$ cat src/source/asi_pkg.sv
package asi_pkg;

	////////////////////////////////////////////////////////////////////////////
	// Widths
	////////////////////////////////////////////////////////////////////////////

	// One transport stream byte
	localparam int byte_w = 8;

	// One 8b/10b symbol
	localparam int sym_w = 10;

	// Serial slot length in din_clk cycles, one bit per clock
	localparam int bits_per_sym = 10;

	////////////////////////////////////////////////////////////////////////////
	// Stream constants
	////////////////////////////////////////////////////////////////////////////

	// Transport packet sync value
	localparam logic [byte_w-1:0] sync_byte = 8'h47;

	// K28.5 in line order, bit 0 is a and goes out first
	// RD- is 001111 1010 written abcdei fghj
	localparam logic [sym_w-1:0] k28_5_neg = 10'b0101111100;

	// RD+ is 110000 0101 written abcdei fghj
	localparam logic [sym_w-1:0] k28_5_pos = 10'b1010000011;

endpackage

$ cat src/source/sym_if.sv
interface sym_if import asi_pkg::*; ();

	// Framer has a symbol to offer
	logic req;

	// Comma request instead of data
	logic k;

	// Data byte, valid when k is low
	logic [byte_w-1:0] data;

	// Encoder accepts the offer this cycle
	logic take;

	modport source (
		output req,
		output k,
		output data,
		input take
	);

	modport sink (
		input req,
		input k,
		input data,
		output take
	);

endinterface

$ cat src/source/asi_serializer.sv
module asi_serializer import asi_pkg::*; (
	input logic din_clk,
	input logic rst_n,
	input logic [sym_w-1:0] enc_sym,
	input logic full,
	output logic load,
	output logic asi_out,
	output logic sym_start
);

	localparam int cnt_w = $clog2(bits_per_sym);

	logic [cnt_w-1:0] slot_cnt;
	logic [sym_w-1:0] shreg;
	logic [sym_w-1:0] next_sym;
	// Disparity of the line after the last loaded symbol
	logic line_rd_pos;

	////////////////////////////////////////////////////////////////////////////
	// Slot timing
	////////////////////////////////////////////////////////////////////////////

	// Last cycle of a slot
	assign load = (slot_cnt == cnt_w'(bits_per_sym - 1));

	// Guard comma keeps the line balanced if the encoder has nothing
	assign next_sym = full ? enc_sym : (line_rd_pos ? k28_5_pos : k28_5_neg);

	// LSB first
	assign asi_out = shreg[0];

	always_ff @(posedge din_clk) begin
		if (!rst_n) begin
			// Two cycles for the encoder to fill before the first slot
			slot_cnt <= cnt_w'(bits_per_sym - 2);
			shreg <= '0;
			sym_start <= 1'b0;
			line_rd_pos <= 1'b0;
		end else if (load) begin
			slot_cnt <= '0;
			shreg <= next_sym;
			sym_start <= 1'b1;
			line_rd_pos <= line_rd_pos ^ ($countones(next_sym) != 5);
		end else begin
			slot_cnt <= slot_cnt + 1'b1;
			shreg <= shreg >> 1;
			sym_start <= 1'b0;
		end
	end

endmodule

$ cat src/source/enc_8b10b.sv
module enc_8b10b import asi_pkg::*; (
	input logic din_clk,
	input logic rst_n,
	sym_if.sink sym,
	output logic [sym_w-1:0] enc_sym,
	output logic full,
	input logic load
);

	////////////////////////////////////////////////////////////////////////////
	// Code tables, RD- column written abcdei and fghj
	////////////////////////////////////////////////////////////////////////////

	function automatic logic [5:0] tab_5b6b(input logic [4:0] x);
		case (x)
			5'd0: return 6'b100111;
			5'd1: return 6'b011101;
			5'd2: return 6'b101101;
			5'd3: return 6'b110001;
			5'd4: return 6'b110101;
			5'd5: return 6'b101001;
			5'd6: return 6'b011001;
			5'd7: return 6'b111000;
			5'd8: return 6'b111001;
			5'd9: return 6'b100101;
			5'd10: return 6'b010101;
			5'd11: return 6'b110100;
			5'd12: return 6'b001101;
			5'd13: return 6'b101100;
			5'd14: return 6'b011100;
			5'd15: return 6'b010111;
			5'd16: return 6'b011011;
			5'd17: return 6'b100011;
			5'd18: return 6'b010011;
			5'd19: return 6'b110010;
			5'd20: return 6'b001011;
			5'd21: return 6'b101010;
			5'd22: return 6'b011010;
			5'd23: return 6'b111010;
			5'd24: return 6'b110011;
			5'd25: return 6'b100110;
			5'd26: return 6'b010110;
			5'd27: return 6'b110110;
			5'd28: return 6'b001110;
			5'd29: return 6'b101110;
			5'd30: return 6'b011110;
			default: return 6'b101011;
		endcase
	endfunction

	function automatic logic [3:0] tab_3b4b(input logic [2:0] y, input logic alt);
		case (y)
			3'd0: return 4'b1011;
			3'd1: return 4'b1001;
			3'd2: return 4'b0101;
			3'd3: return 4'b1100;
			3'd4: return 4'b1101;
			3'd5: return 4'b1010;
			3'd6: return 4'b0110;
			default: return alt ? 4'b0111 : 4'b1110;
		endcase
	endfunction

	logic [4:0] x;
	logic [2:0] y;
	logic [5:0] c6_tab;
	logic [5:0] c6;
	logic [3:0] c4_tab;
	logic [3:0] c4;
	logic [sym_w-1:0] word;
	logic [sym_w-1:0] data_sym;
	logic [sym_w-1:0] next_sym;
	// Running disparity, low means negative
	logic rd_pos;
	// Disparity between the two sub-blocks
	logic rd_mid;
	logic alt7;

	assign x = sym.data[4:0];
	assign y = sym.data[7:5];

	// Output register free
	assign sym.take = sym.req && !full;

	////////////////////////////////////////////////////////////////////////////
	// Encoding
	////////////////////////////////////////////////////////////////////////////

	always_comb begin
		// Unbalanced codes and D.07 flip under RD+
		c6_tab = tab_5b6b(x);
		c6 = (rd_pos && (($countones(c6_tab) != 3) || x == 5'd7)) ? ~c6_tab : c6_tab;
		rd_mid = rd_pos ^ ($countones(c6) != 3);

		// A7 avoids a run of five equal bits across the sub-blocks
		alt7 = (y == 3'd7) && (rd_mid ? (x == 5'd11 || x == 5'd13 || x == 5'd14)
			: (x == 5'd17 || x == 5'd18 || x == 5'd20));
		c4_tab = tab_3b4b(y, alt7);
		c4 = (rd_mid && (($countones(c4_tab) != 2) || y == 3'd3)) ? ~c4_tab : c4_tab;

		// Written order has a at the top, line order wants it at bit 0
		word = {c6, c4};
		for (int i = 0; i < sym_w; i++) begin
			data_sym[i] = word[sym_w-1-i];
		end

		if (sym.k) begin
			next_sym = rd_pos ? k28_5_pos : k28_5_neg;
		end else begin
			next_sym = data_sym;
		end
	end

	////////////////////////////////////////////////////////////////////////////
	// Output register and disparity
	////////////////////////////////////////////////////////////////////////////

	always_ff @(posedge din_clk) begin
		if (!rst_n) begin
			full <= 1'b0;
			rd_pos <= 1'b0;
		end else begin
			if (sym.take) begin
				full <= 1'b1;
				// Any symbol not at five ones flips the disparity
				rd_pos <= rd_pos ^ ($countones(next_sym) != 5);
			end else if (load) begin
				full <= 1'b0;
			end
		end
	end

	always_ff @(posedge din_clk) begin
		if (sym.take) begin
			enc_sym <= next_sym;
		end
	end

endmodule

$ cat src/source/ts2asi.sv
module ts2asi import asi_pkg::*; #(
	parameter int fifo_depth = 16,
	parameter int pkt_len = 188
) (
	input logic din_clk,
	input logic rst_n,
	input logic valid,
	input logic [byte_w-1:0] din_8b,
	output logic asi_out,
	output logic sym_start,
	output logic ts_sync,
	output logic error_full,
	output logic error_empty
);

	logic fifo_empty;
	logic [byte_w-1:0] fifo_data;
	logic fifo_pop;
	logic [sym_w-1:0] enc_sym;
	logic enc_full;
	logic ser_load;

	// Framer to encoder
	sym_if sym_bus ();

	////////////////////////////////////////////////////////////////////////////
	// Byte path
	////////////////////////////////////////////////////////////////////////////

	ts_fifo #(
		.fifo_depth(fifo_depth)
	) u_fifo (
		.din_clk(din_clk),
		.rst_n(rst_n),
		.wr_en(valid),
		.wr_data(din_8b),
		.pop(fifo_pop),
		.rd_data(fifo_data),
		.empty(fifo_empty),
		.error_full(error_full),
		.error_empty(error_empty)
	);

	ts_framer #(
		.pkt_len(pkt_len)
	) u_framer (
		.din_clk(din_clk),
		.rst_n(rst_n),
		.empty(fifo_empty),
		.rd_data(fifo_data),
		.pop(fifo_pop),
		.sym(sym_bus.source),
		.ts_sync(ts_sync)
	);

	////////////////////////////////////////////////////////////////////////////
	// Symbol path
	////////////////////////////////////////////////////////////////////////////

	enc_8b10b u_enc (
		.din_clk(din_clk),
		.rst_n(rst_n),
		.sym(sym_bus.sink),
		.enc_sym(enc_sym),
		.full(enc_full),
		.load(ser_load)
	);

	asi_serializer u_ser (
		.din_clk(din_clk),
		.rst_n(rst_n),
		.enc_sym(enc_sym),
		.full(enc_full),
		.load(ser_load),
		.asi_out(asi_out),
		.sym_start(sym_start)
	);

endmodule

$ cat src/source/ts_fifo.sv
module ts_fifo import asi_pkg::*; #(
	parameter int fifo_depth = 16
) (
	input logic din_clk,
	input logic rst_n,
	input logic wr_en,
	input logic [byte_w-1:0] wr_data,
	input logic pop,
	output logic [byte_w-1:0] rd_data,
	output logic empty,
	output logic error_full,
	output logic error_empty
);

	localparam int aw = $clog2(fifo_depth);

	logic [byte_w-1:0] mem [fifo_depth];

	// Extra top bit tells full from empty
	logic [aw:0] wr_ptr;
	logic [aw:0] rd_ptr;

	logic full;
	logic do_wr;
	logic do_rd;

	////////////////////////////////////////////////////////////////////////////
	// Status
	////////////////////////////////////////////////////////////////////////////

	assign empty = (wr_ptr == rd_ptr);
	assign full = (wr_ptr[aw] != rd_ptr[aw]) && (wr_ptr[aw-1:0] == rd_ptr[aw-1:0]);

	assign do_wr = wr_en && !full;
	assign do_rd = pop && !empty;

	// Byte arriving on a full FIFO is lost
	assign error_full = wr_en && full;
	assign error_empty = pop && empty;

	// Head byte, valid while not empty
	assign rd_data = mem[rd_ptr[aw-1:0]];

	////////////////////////////////////////////////////////////////////////////
	// Pointers and storage
	////////////////////////////////////////////////////////////////////////////

	always_ff @(posedge din_clk) begin
		if (!rst_n) begin
			wr_ptr <= '0;
			rd_ptr <= '0;
		end else begin
			if (do_wr) begin
				wr_ptr <= wr_ptr + 1'b1;
			end
			if (do_rd) begin
				rd_ptr <= rd_ptr + 1'b1;
			end
		end
	end

	always_ff @(posedge din_clk) begin
		if (do_wr) begin
			mem[wr_ptr[aw-1:0]] <= wr_data;
		end
	end

endmodule

$ cat src/source/ts_framer.sv
module ts_framer import asi_pkg::*; #(
	parameter int pkt_len = 188
) (
	input logic din_clk,
	input logic rst_n,
	input logic empty,
	input logic [byte_w-1:0] rd_data,
	output logic pop,
	sym_if.source sym,
	output logic ts_sync
);

	localparam int pos_w = $clog2(pkt_len);

	// Byte position inside the current packet, 0 expects a sync byte
	logic [pos_w-1:0] pos;
	logic locked;
	logic is_sync;
	logic last_pos;

	////////////////////////////////////////////////////////////////////////////
	// Offer to the encoder
	////////////////////////////////////////////////////////////////////////////

	// Always something to send, a data byte or a comma
	assign sym.req = 1'b1;
	assign sym.k = empty;
	assign sym.data = rd_data;

	// Data choice is committed on take
	assign pop = sym.take && !empty;

	////////////////////////////////////////////////////////////////////////////
	// Packet alignment
	////////////////////////////////////////////////////////////////////////////

	assign is_sync = (rd_data == sync_byte);
	assign last_pos = (pos == pos_w'(pkt_len - 1));

	// Sync in position, or first sync while hunting
	assign ts_sync = pop && is_sync && (!locked || pos == '0);

	always_ff @(posedge din_clk) begin
		if (!rst_n) begin
			locked <= 1'b0;
			pos <= '0;
		end else if (pop) begin
			if (ts_sync) begin
				locked <= 1'b1;
				pos <= pos_w'(1);
			end else if (locked && pos == '0) begin
				// Missing sync, hunt for the next 0x47
				locked <= 1'b0;
			end else if (locked) begin
				pos <= last_pos ? '0 : pos + 1'b1;
			end
		end
	end

endmodule

$ cat config.mk
export PLATFORM = sky130hd
export DESIGN_NAME = ts2asi
export DESIGN_NICKNAME = d
export VERILOG_FILES = /design/src/source/asi_pkg.sv /design/src/source/sym_if.sv /design/src/source/asi_serializer.sv /design/src/source/enc_8b10b.sv /design/src/source/ts2asi.sv /design/src/source/ts_fifo.sv /design/src/source/ts_framer.sv
export SDC_FILE = /design/constraint.sdc
export NUM_CORES = 1
export LEC_CHECK = 0
export BUFFER_PORTS_ARGS = -buffer_cell sky130_fd_sc_hd__buf_2
export CORE_ASPECT_RATIO = 1.1
export CORE_MARGIN = 3
export CORE_UTILIZATION = 45
export CTS_BUF_LIST = sky130_fd_sc_hd__clkbuf_8
export DETAILED_ROUTE_END_ITERATION = 8
export GPL_TIMING_DRIVEN = 0
export HOLD_SLACK_MARGIN = 0.06
export PLACE_DENSITY = 0.65
export SYNTH_ARGS = -nofsm -noshare
export SYNTH_HDL_FRONTEND = slang
export SYNTH_SLANG_ARGS = --single-unit
$ cat constraint.sdc
create_clock -name din_clk -period 12.6 [get_ports din_clk]
set_input_delay 1.26 -clock din_clk [delete_from_list [all_inputs] [get_ports din_clk]]
set_output_delay 1.26 -clock din_clk [all_outputs]
set_load 0.01 [all_outputs]
==> flow_summary.yaml, run 1 <==
status:
  status: "complete, no violations"
finish:
  multi_input_area_sq_um: 3570
  antenna_cells: 0
  fillers: 1645
  fin_cells: 942
  drive_above_1_share_pct: 18.4
  fin_nets: 747
  register_area_sq_um: 4960
  area_delta_synth_final_pct: 8.81
  fin_util_pct: 50.2
setup_path:
  required_ns: 12.95
  arrival_ns: 10.76
  crit_path_start_kind: "flop"
  critPathKind: "flop to flop"
  cp_max_fo: 10
  critPathCaptureType: "flop"
  cpMostUsedCell: "fa_1"
  slowest_stage: "fa_1"
  r2r-end: "u_enc.rd_pos$_SDFFE_PN0N_"
  cp-endpoint: "u_enc.rd_pos$_SDFFE_PN0N_"
  rrSetupSlack_ns: 2.18
  r2r_cells: 41
  critPathMaxStageDelay_ns: 0.57
synthesis:
  ys_ff_latch: 179
  synthesis.area_sq_um: 8880
  synth-edff-count: 138
  synth_cells: 647
  synth_top_area_share_pct: 46.7
  synth.most_common_cell: "edfxtp_1"
  synth_nets: 712
  yosys_warnings: 0
  synthArstFlopShare_pct: 0
  synth_top_flop_cell: "edfxtp_1"
  netlist_top_cells_count: "138 x edfxtp_1, 57 x nor2_1, 46 x inv_1"
  synth_cell_types: 78
  ys_seq_area_share_pct: 55.9
  synthTopCellsByArea: "edfxtp_1 47%, dfxtp_1 9.2%, mux4_2 8.4%"
  avgSynthCellArea_sq_um: 13.7
  synth_top_area_cell: "edfxtp_1"
global_routing:
  antenna_found_initial: 0
  grt_use_total_pct: 17.5
  grt_pass1_wl_um: 29000
  overflow: 0
  grt_pass1_vias: 5403
  grt_max_degree: 18
drt:
  drtPass1Iterations: 7
  viasPerCell: 5.63
  drc: 0
  vias: 5301
  drt_iter0_drc: 425
  ant_nets: 0
  wl_um: 18100
  routedWlPerCell_um: 19.2
clock_tree:
  clk_latency_ns: 0.47
  cts-htree-levels: 4
  clk_pin_slew_worst_paths_ns: 0.10
  clock-root-buffer: "clkbuf_8"
  cts_tree: "built"
  cts.sinks: 179
  cts_max_path_buffers: 2
  postCtsSetupRepairBufs: 0
  hold_buffers: 0
  numCtsBuffers: 17
  cts_resized: 0
pwr:
  clockPowerShare_pct: 13.2
  peakVddDrop_v: 0.000268
  seq_power_share_pct: 25.6
  combPwrFrac_pct: 61.2
  internal-power_mw: 1.58
  p_leak_nw: 3.55
  power.density_nw_per_um2: 286
  power_mw: 2.76
  p_sw_share_pct: 42.9
  power_switching_mw: 1.18
floorplan:
  fp.dieH_um: 153
  rows: 53
  die_w_um: 140
  initial_core_util_pct: 46.2
  io_pins: 16
  core_sq_um: 19200
  dieArea_sq_um: 21500
place:
  dp.cells: 910
  pre_cts_ws_ns: 2.28
  dp_hpwl_um: 12700
  portBuffers: 14
  gp_congestion: 0.880
timing:
  slew_headroom_pct: 19.0
  setup_viol: 0
  max_freq_mhz: 96.0
  grt_setup_unrepaired: "false"
  tightestPinTransition_ns: 1.21
  timing.final.crit_share_pct: 82.7
  worst_slack_ns: 2.18
  skew_ns: 0.0144
  hold_viol: 0
  finalSetupTns_ns: 0
  slew_viol_final: 0
  period_minus_slack_ns: 10.42
min_path:
  min-delay-start: "u_ser.shreg[4]$_SDFF_PN0_"
  holdCritPathClass: "flop to flop"
run:
  maxCapViolCount: 0
power by group through the flow:
| stage | Combinational (mW) | Sequential [mW] | Clock [mW] |
|---|---|---|---|
| after floorplan | 1.33 | 0.714 | 0 |
| after global placement | 1.59 | 0.718 | 0 |
| after detailed placement | 1.70 | 0.720 | 0 |
| after CTS | 1.70 | 0.706 | 0.372 |
| after global routing | 1.97 | 0.709 | 0.396 |
| final | 1.69 | 0.706 | 0.364 |
final cells by class:
class	instances	area share [%]
Sequential cell	179	51.4
Multi-Input combinational cell	395	37.0
Tap cell	247	3.20
Clock buffer	17	2.42
Buffer	26	1.94
Inverter	47	1.83
Clock inverter	15	1.28
Timing Repair Buffer	16	0.958
critical path, delay by kind of cell, from the launching register on:
family | cells | cell delay, ns
adders and majority gates | 11 | 4.29
AOI/OAI and AO/OA | 10 | 2.06
and+or+nand+nor | 9 | 1.45
buffers and inverters | 7 | 1.01
xor gates and xnor gates | 3 | 0.60
muxes | 1 | 0.50
DFF | 1 | 0.34
sequential cells by signal, indices dropped and copies added, names as in the netlist, named ones only:
signal / cells
u_framer.locked: 1
u_enc.enc_sym: 10
u_ser.slot_cnt: 4
u_ser.shreg: 10
u_ser.sym_start: 1
u_fifo.wr_ptr: 5
u_fifo.mem: 128
u_ser.line_rd_pos: 1
u_framer.pos: 8
u_fifo.rd_ptr: 5
u_enc.full: 1
u_enc.rd_pos: 1
cell families after synthesis:
| group | share of synthesized area (%) |
|---|---|
| compound gates | 7.82 |
| xor+xnor | 2.66 |
| fa+ha+maj | 9.00 |
| buf+inv | 4.10 |
| flops | 55.9 |
| mux | 11.3 |
| other cells | 0.0422 |
| simple gates | 9.13 |
routing by layer:
layer	global-route usage, %	routed length (um)	vias to the layer above
met5	0	0	-
met2	30.0	9320	171
met4	5.86	423	0
li1	-	-	2463
met1	22.0	7530	2633
met3	4.16	850	34
worst min-delay path by stage:
stage	cells after the start	end	slack, ns
finish	2	u_ser.shreg[3]$_SDFF_PN0_	0.47
global route	2	u_ser.shreg[4]$_SDFF_PN0_	0.52
CTS	2	u_ser.shreg[0]$_SDFF_PN0_	0.48
detailed placement	2	u_ser.shreg[3]$_SDFF_PN0_	0.46
global placement	2	u_ser.shreg[3]$_SDFF_PN0_	0.44
floorplan	1	u_ser.slot_cnt[0]$_SDFF_PP0_	0.43
cells in the final DEF (no fill, tap or decap), types with 18 or more instances in the layout:
| cell | Yosys | layout |
|---|---|---|
| a21oi_1 | 20 | 20 |
| buf_2 | 10 | 24 |
| dfxtp_1 | 41 | 41 |
| edfxtp_1 | 138 | 138 |
| ha_1 | 39 | 39 |
| inv_1 | 46 | 48 |
| mux2i_1 | 19 | 19 |
| mux4_2 | 33 | 33 |
| nand2_1 | 36 | 36 |
| nor2_1 | 57 | 56 |
| xor2_1 | 18 | 18 |
per-stage QoR:
step	hold WS (ns)	instance area (sq um)
global route	0.520	9660
global placement	0.442	9260
detailed placement	0.462	9300
finish	0.474	9660
floorplan	0.433	8880
CTS	0.484	9660
(Power assumes the default switching activity.)
==> run 2, diff against run 1 <==
- PLACE_DENSITY: 0.65 -> 0.68
- clock period: 12.6 -> 9.5 ns (I/O delays scaled with it)
==> flow_summary.yaml, run 2 (synthesis gave the netlist of run 1 again) <==
finish:
  register_area_sq_um: 4970
  multi_input_area_sq_um: 3790
  area_delta_synth_final_pct: 15.1
  antenna_cells: 0
  drive_above_1_share_pct: 28.0
  largest_reg_flops: 128
  fin_nets: 780
  final_cell_mix: "138 x edfxtp_1, 56 x nor2_1, 40 x inv_1, 40 x dfxtp_1, 37 x buf_4"
  fillers: 1547
  mostFrequentLayoutCell: "edfxtp_1"
drt:
  vias: 5510
  drc: 0
  drtPass1Iterations: 5
  ant_nets: 0
  drt_iter0_drc: 476
  viasPerCell: 5.65
  routedWlPerCell_um: 19.2
  wl_um: 18800
clock_tree:
  clk_latency_ns: 0.47
  clk_pin_slew_worst_paths_ns: 0.10
  numCtsBuffers: 17
  cts_max_path_buffers: 2
  cts.sinks: 179
  cts_tree: "built"
  clock-root-buffer: "clkbuf_8"
  cts-htree-levels: 4
timing:
  hold_viol: 0
  period_minus_slack_ns: 9.39
  timing.final.crit_share_pct: 98.8
  setup_viol: 0
  finalSetupTns_ns: 0
  slew_headroom_pct: 6.39
  max_freq_mhz: 107
  timing.hold.ws_ns: 0.469
  slew_viol_final: 0
  grt_setup_unrepaired: "true"
  skew_ns: 0.0187
  tightestPinTransition_ns: 1.40
global_routing:
  met3_usage_pct: 3.66
  grt_use_met2_pct: 31.0
  grt_pass1_vias: 5487
  antenna_found_initial: 1
  grt_max_degree: 19
  grt_use_met1_pct: 21.3
  overflow: 0
  grt_use_total_pct: 17.5
  grt_pass1_wl_um: 29200
  busiest_layer: "met2"
floorplan:
  core_sq_um: 19200
  initial_core_util_pct: 46.2
  rows: 53
  die_w_um: 140
  io_pins: 16
  fp.dieH_um: 153
  dieArea_sq_um: 21500
place:
  portBuffers: 14
  gp_congestion: 0.873
  dp_hpwl_um: 12500
min_path:
  holdCritPathClass: "flop to flop"
setup_path:
  crit_path_start_kind: "flop"
  cpMostUsedCell: "fa_2"
  cp_max_fo: 8
  critPathMaxStageDelay_ns: 0.59
  critPathCaptureType: "flop"
  slowest_stage: "mux4_2"
  critPathKind: "flop to flop"
  required_ns: 9.85
  arrival_ns: 9.74
run:
  maxCapViolCount: 0
status:
  status: "complete, no violations"
-- run 2: area by class of cell --
class,count,share of cell area (%)
clock inverters,15,1.67
multi-input cells,395,37.1
plain buffers,25,1.96
well taps,247,3.02
repair buffers,50,3.57
clock buffers,17,2.29
flip-flops and latches,179,48.6
inverters,47,1.79
-- run 2: per-layer routing --
layer / vias up / share of wire [%]
li1: 2537 / -
met1: 2773 / 40
met2: 169 / 54
met3: 29 / 4.5
met4: 2 / 1.9
met5: - / 0.048
-- run 2: repair_timing --
| item | in CTS | in global routing |
|---|---|---|
| endpoints found under the setup margin | 1 | 1 |
| gates resized for setup | 18 | 40 |
| hold buffers | 0 | 0 |
| buffers inserted | 7 | 27 |
| cloned | 0 | 1 |
| pin swaps | 11 | 33 |
-- run 2: final timing paths --
kind                                to  cells past startpoint                       from  slack [ns]
max reg2reg  u_enc.rd_pos$_SDFFE_PN0N_                     38                       flop        0.11
min reg2reg  u_ser.shreg[3]$_SDFF_PN0_                      2  u_ser.shreg[4]$_SDFF_PN0_        0.47
max          u_enc.rd_pos$_SDFFE_PN0N_                     38                       flop        0.11
min          u_ser.shreg[3]$_SDFF_PN0_                      2  u_ser.shreg[4]$_SDFF_PN0_        0.47
-- run 2: per-stage QoR --
stage               worst slack [ns]  util, %  cells  area [sq um]
detailed placement            -0.958     48.3    909          9290
CTS                           0.0238     51.0    947          9810
finish                         0.113     53.1    975         10200
global route                  -0.306     53.1    975         10200
floorplan                      0.355        -    647          8880
global placement              -0.733     48.2    908          9260
-- run 2: worst max-delay path: cells and delay by family, from the launching register on --
family                     cells  cell delay (ns)
AOI/OAI and AO/OA              8             1.24
xor gates and xnor gates       3             0.55
adders and majority gates     12             4.13
buffers and inverters          6             0.78
DFF                            1             0.35
muxes                          2             1.09
and+or+nand+nor                7             1.11
Power of run 2 is not shown: default switching activity piles up to over one toggle a cycle in this logic, so the estimate is an artifact.
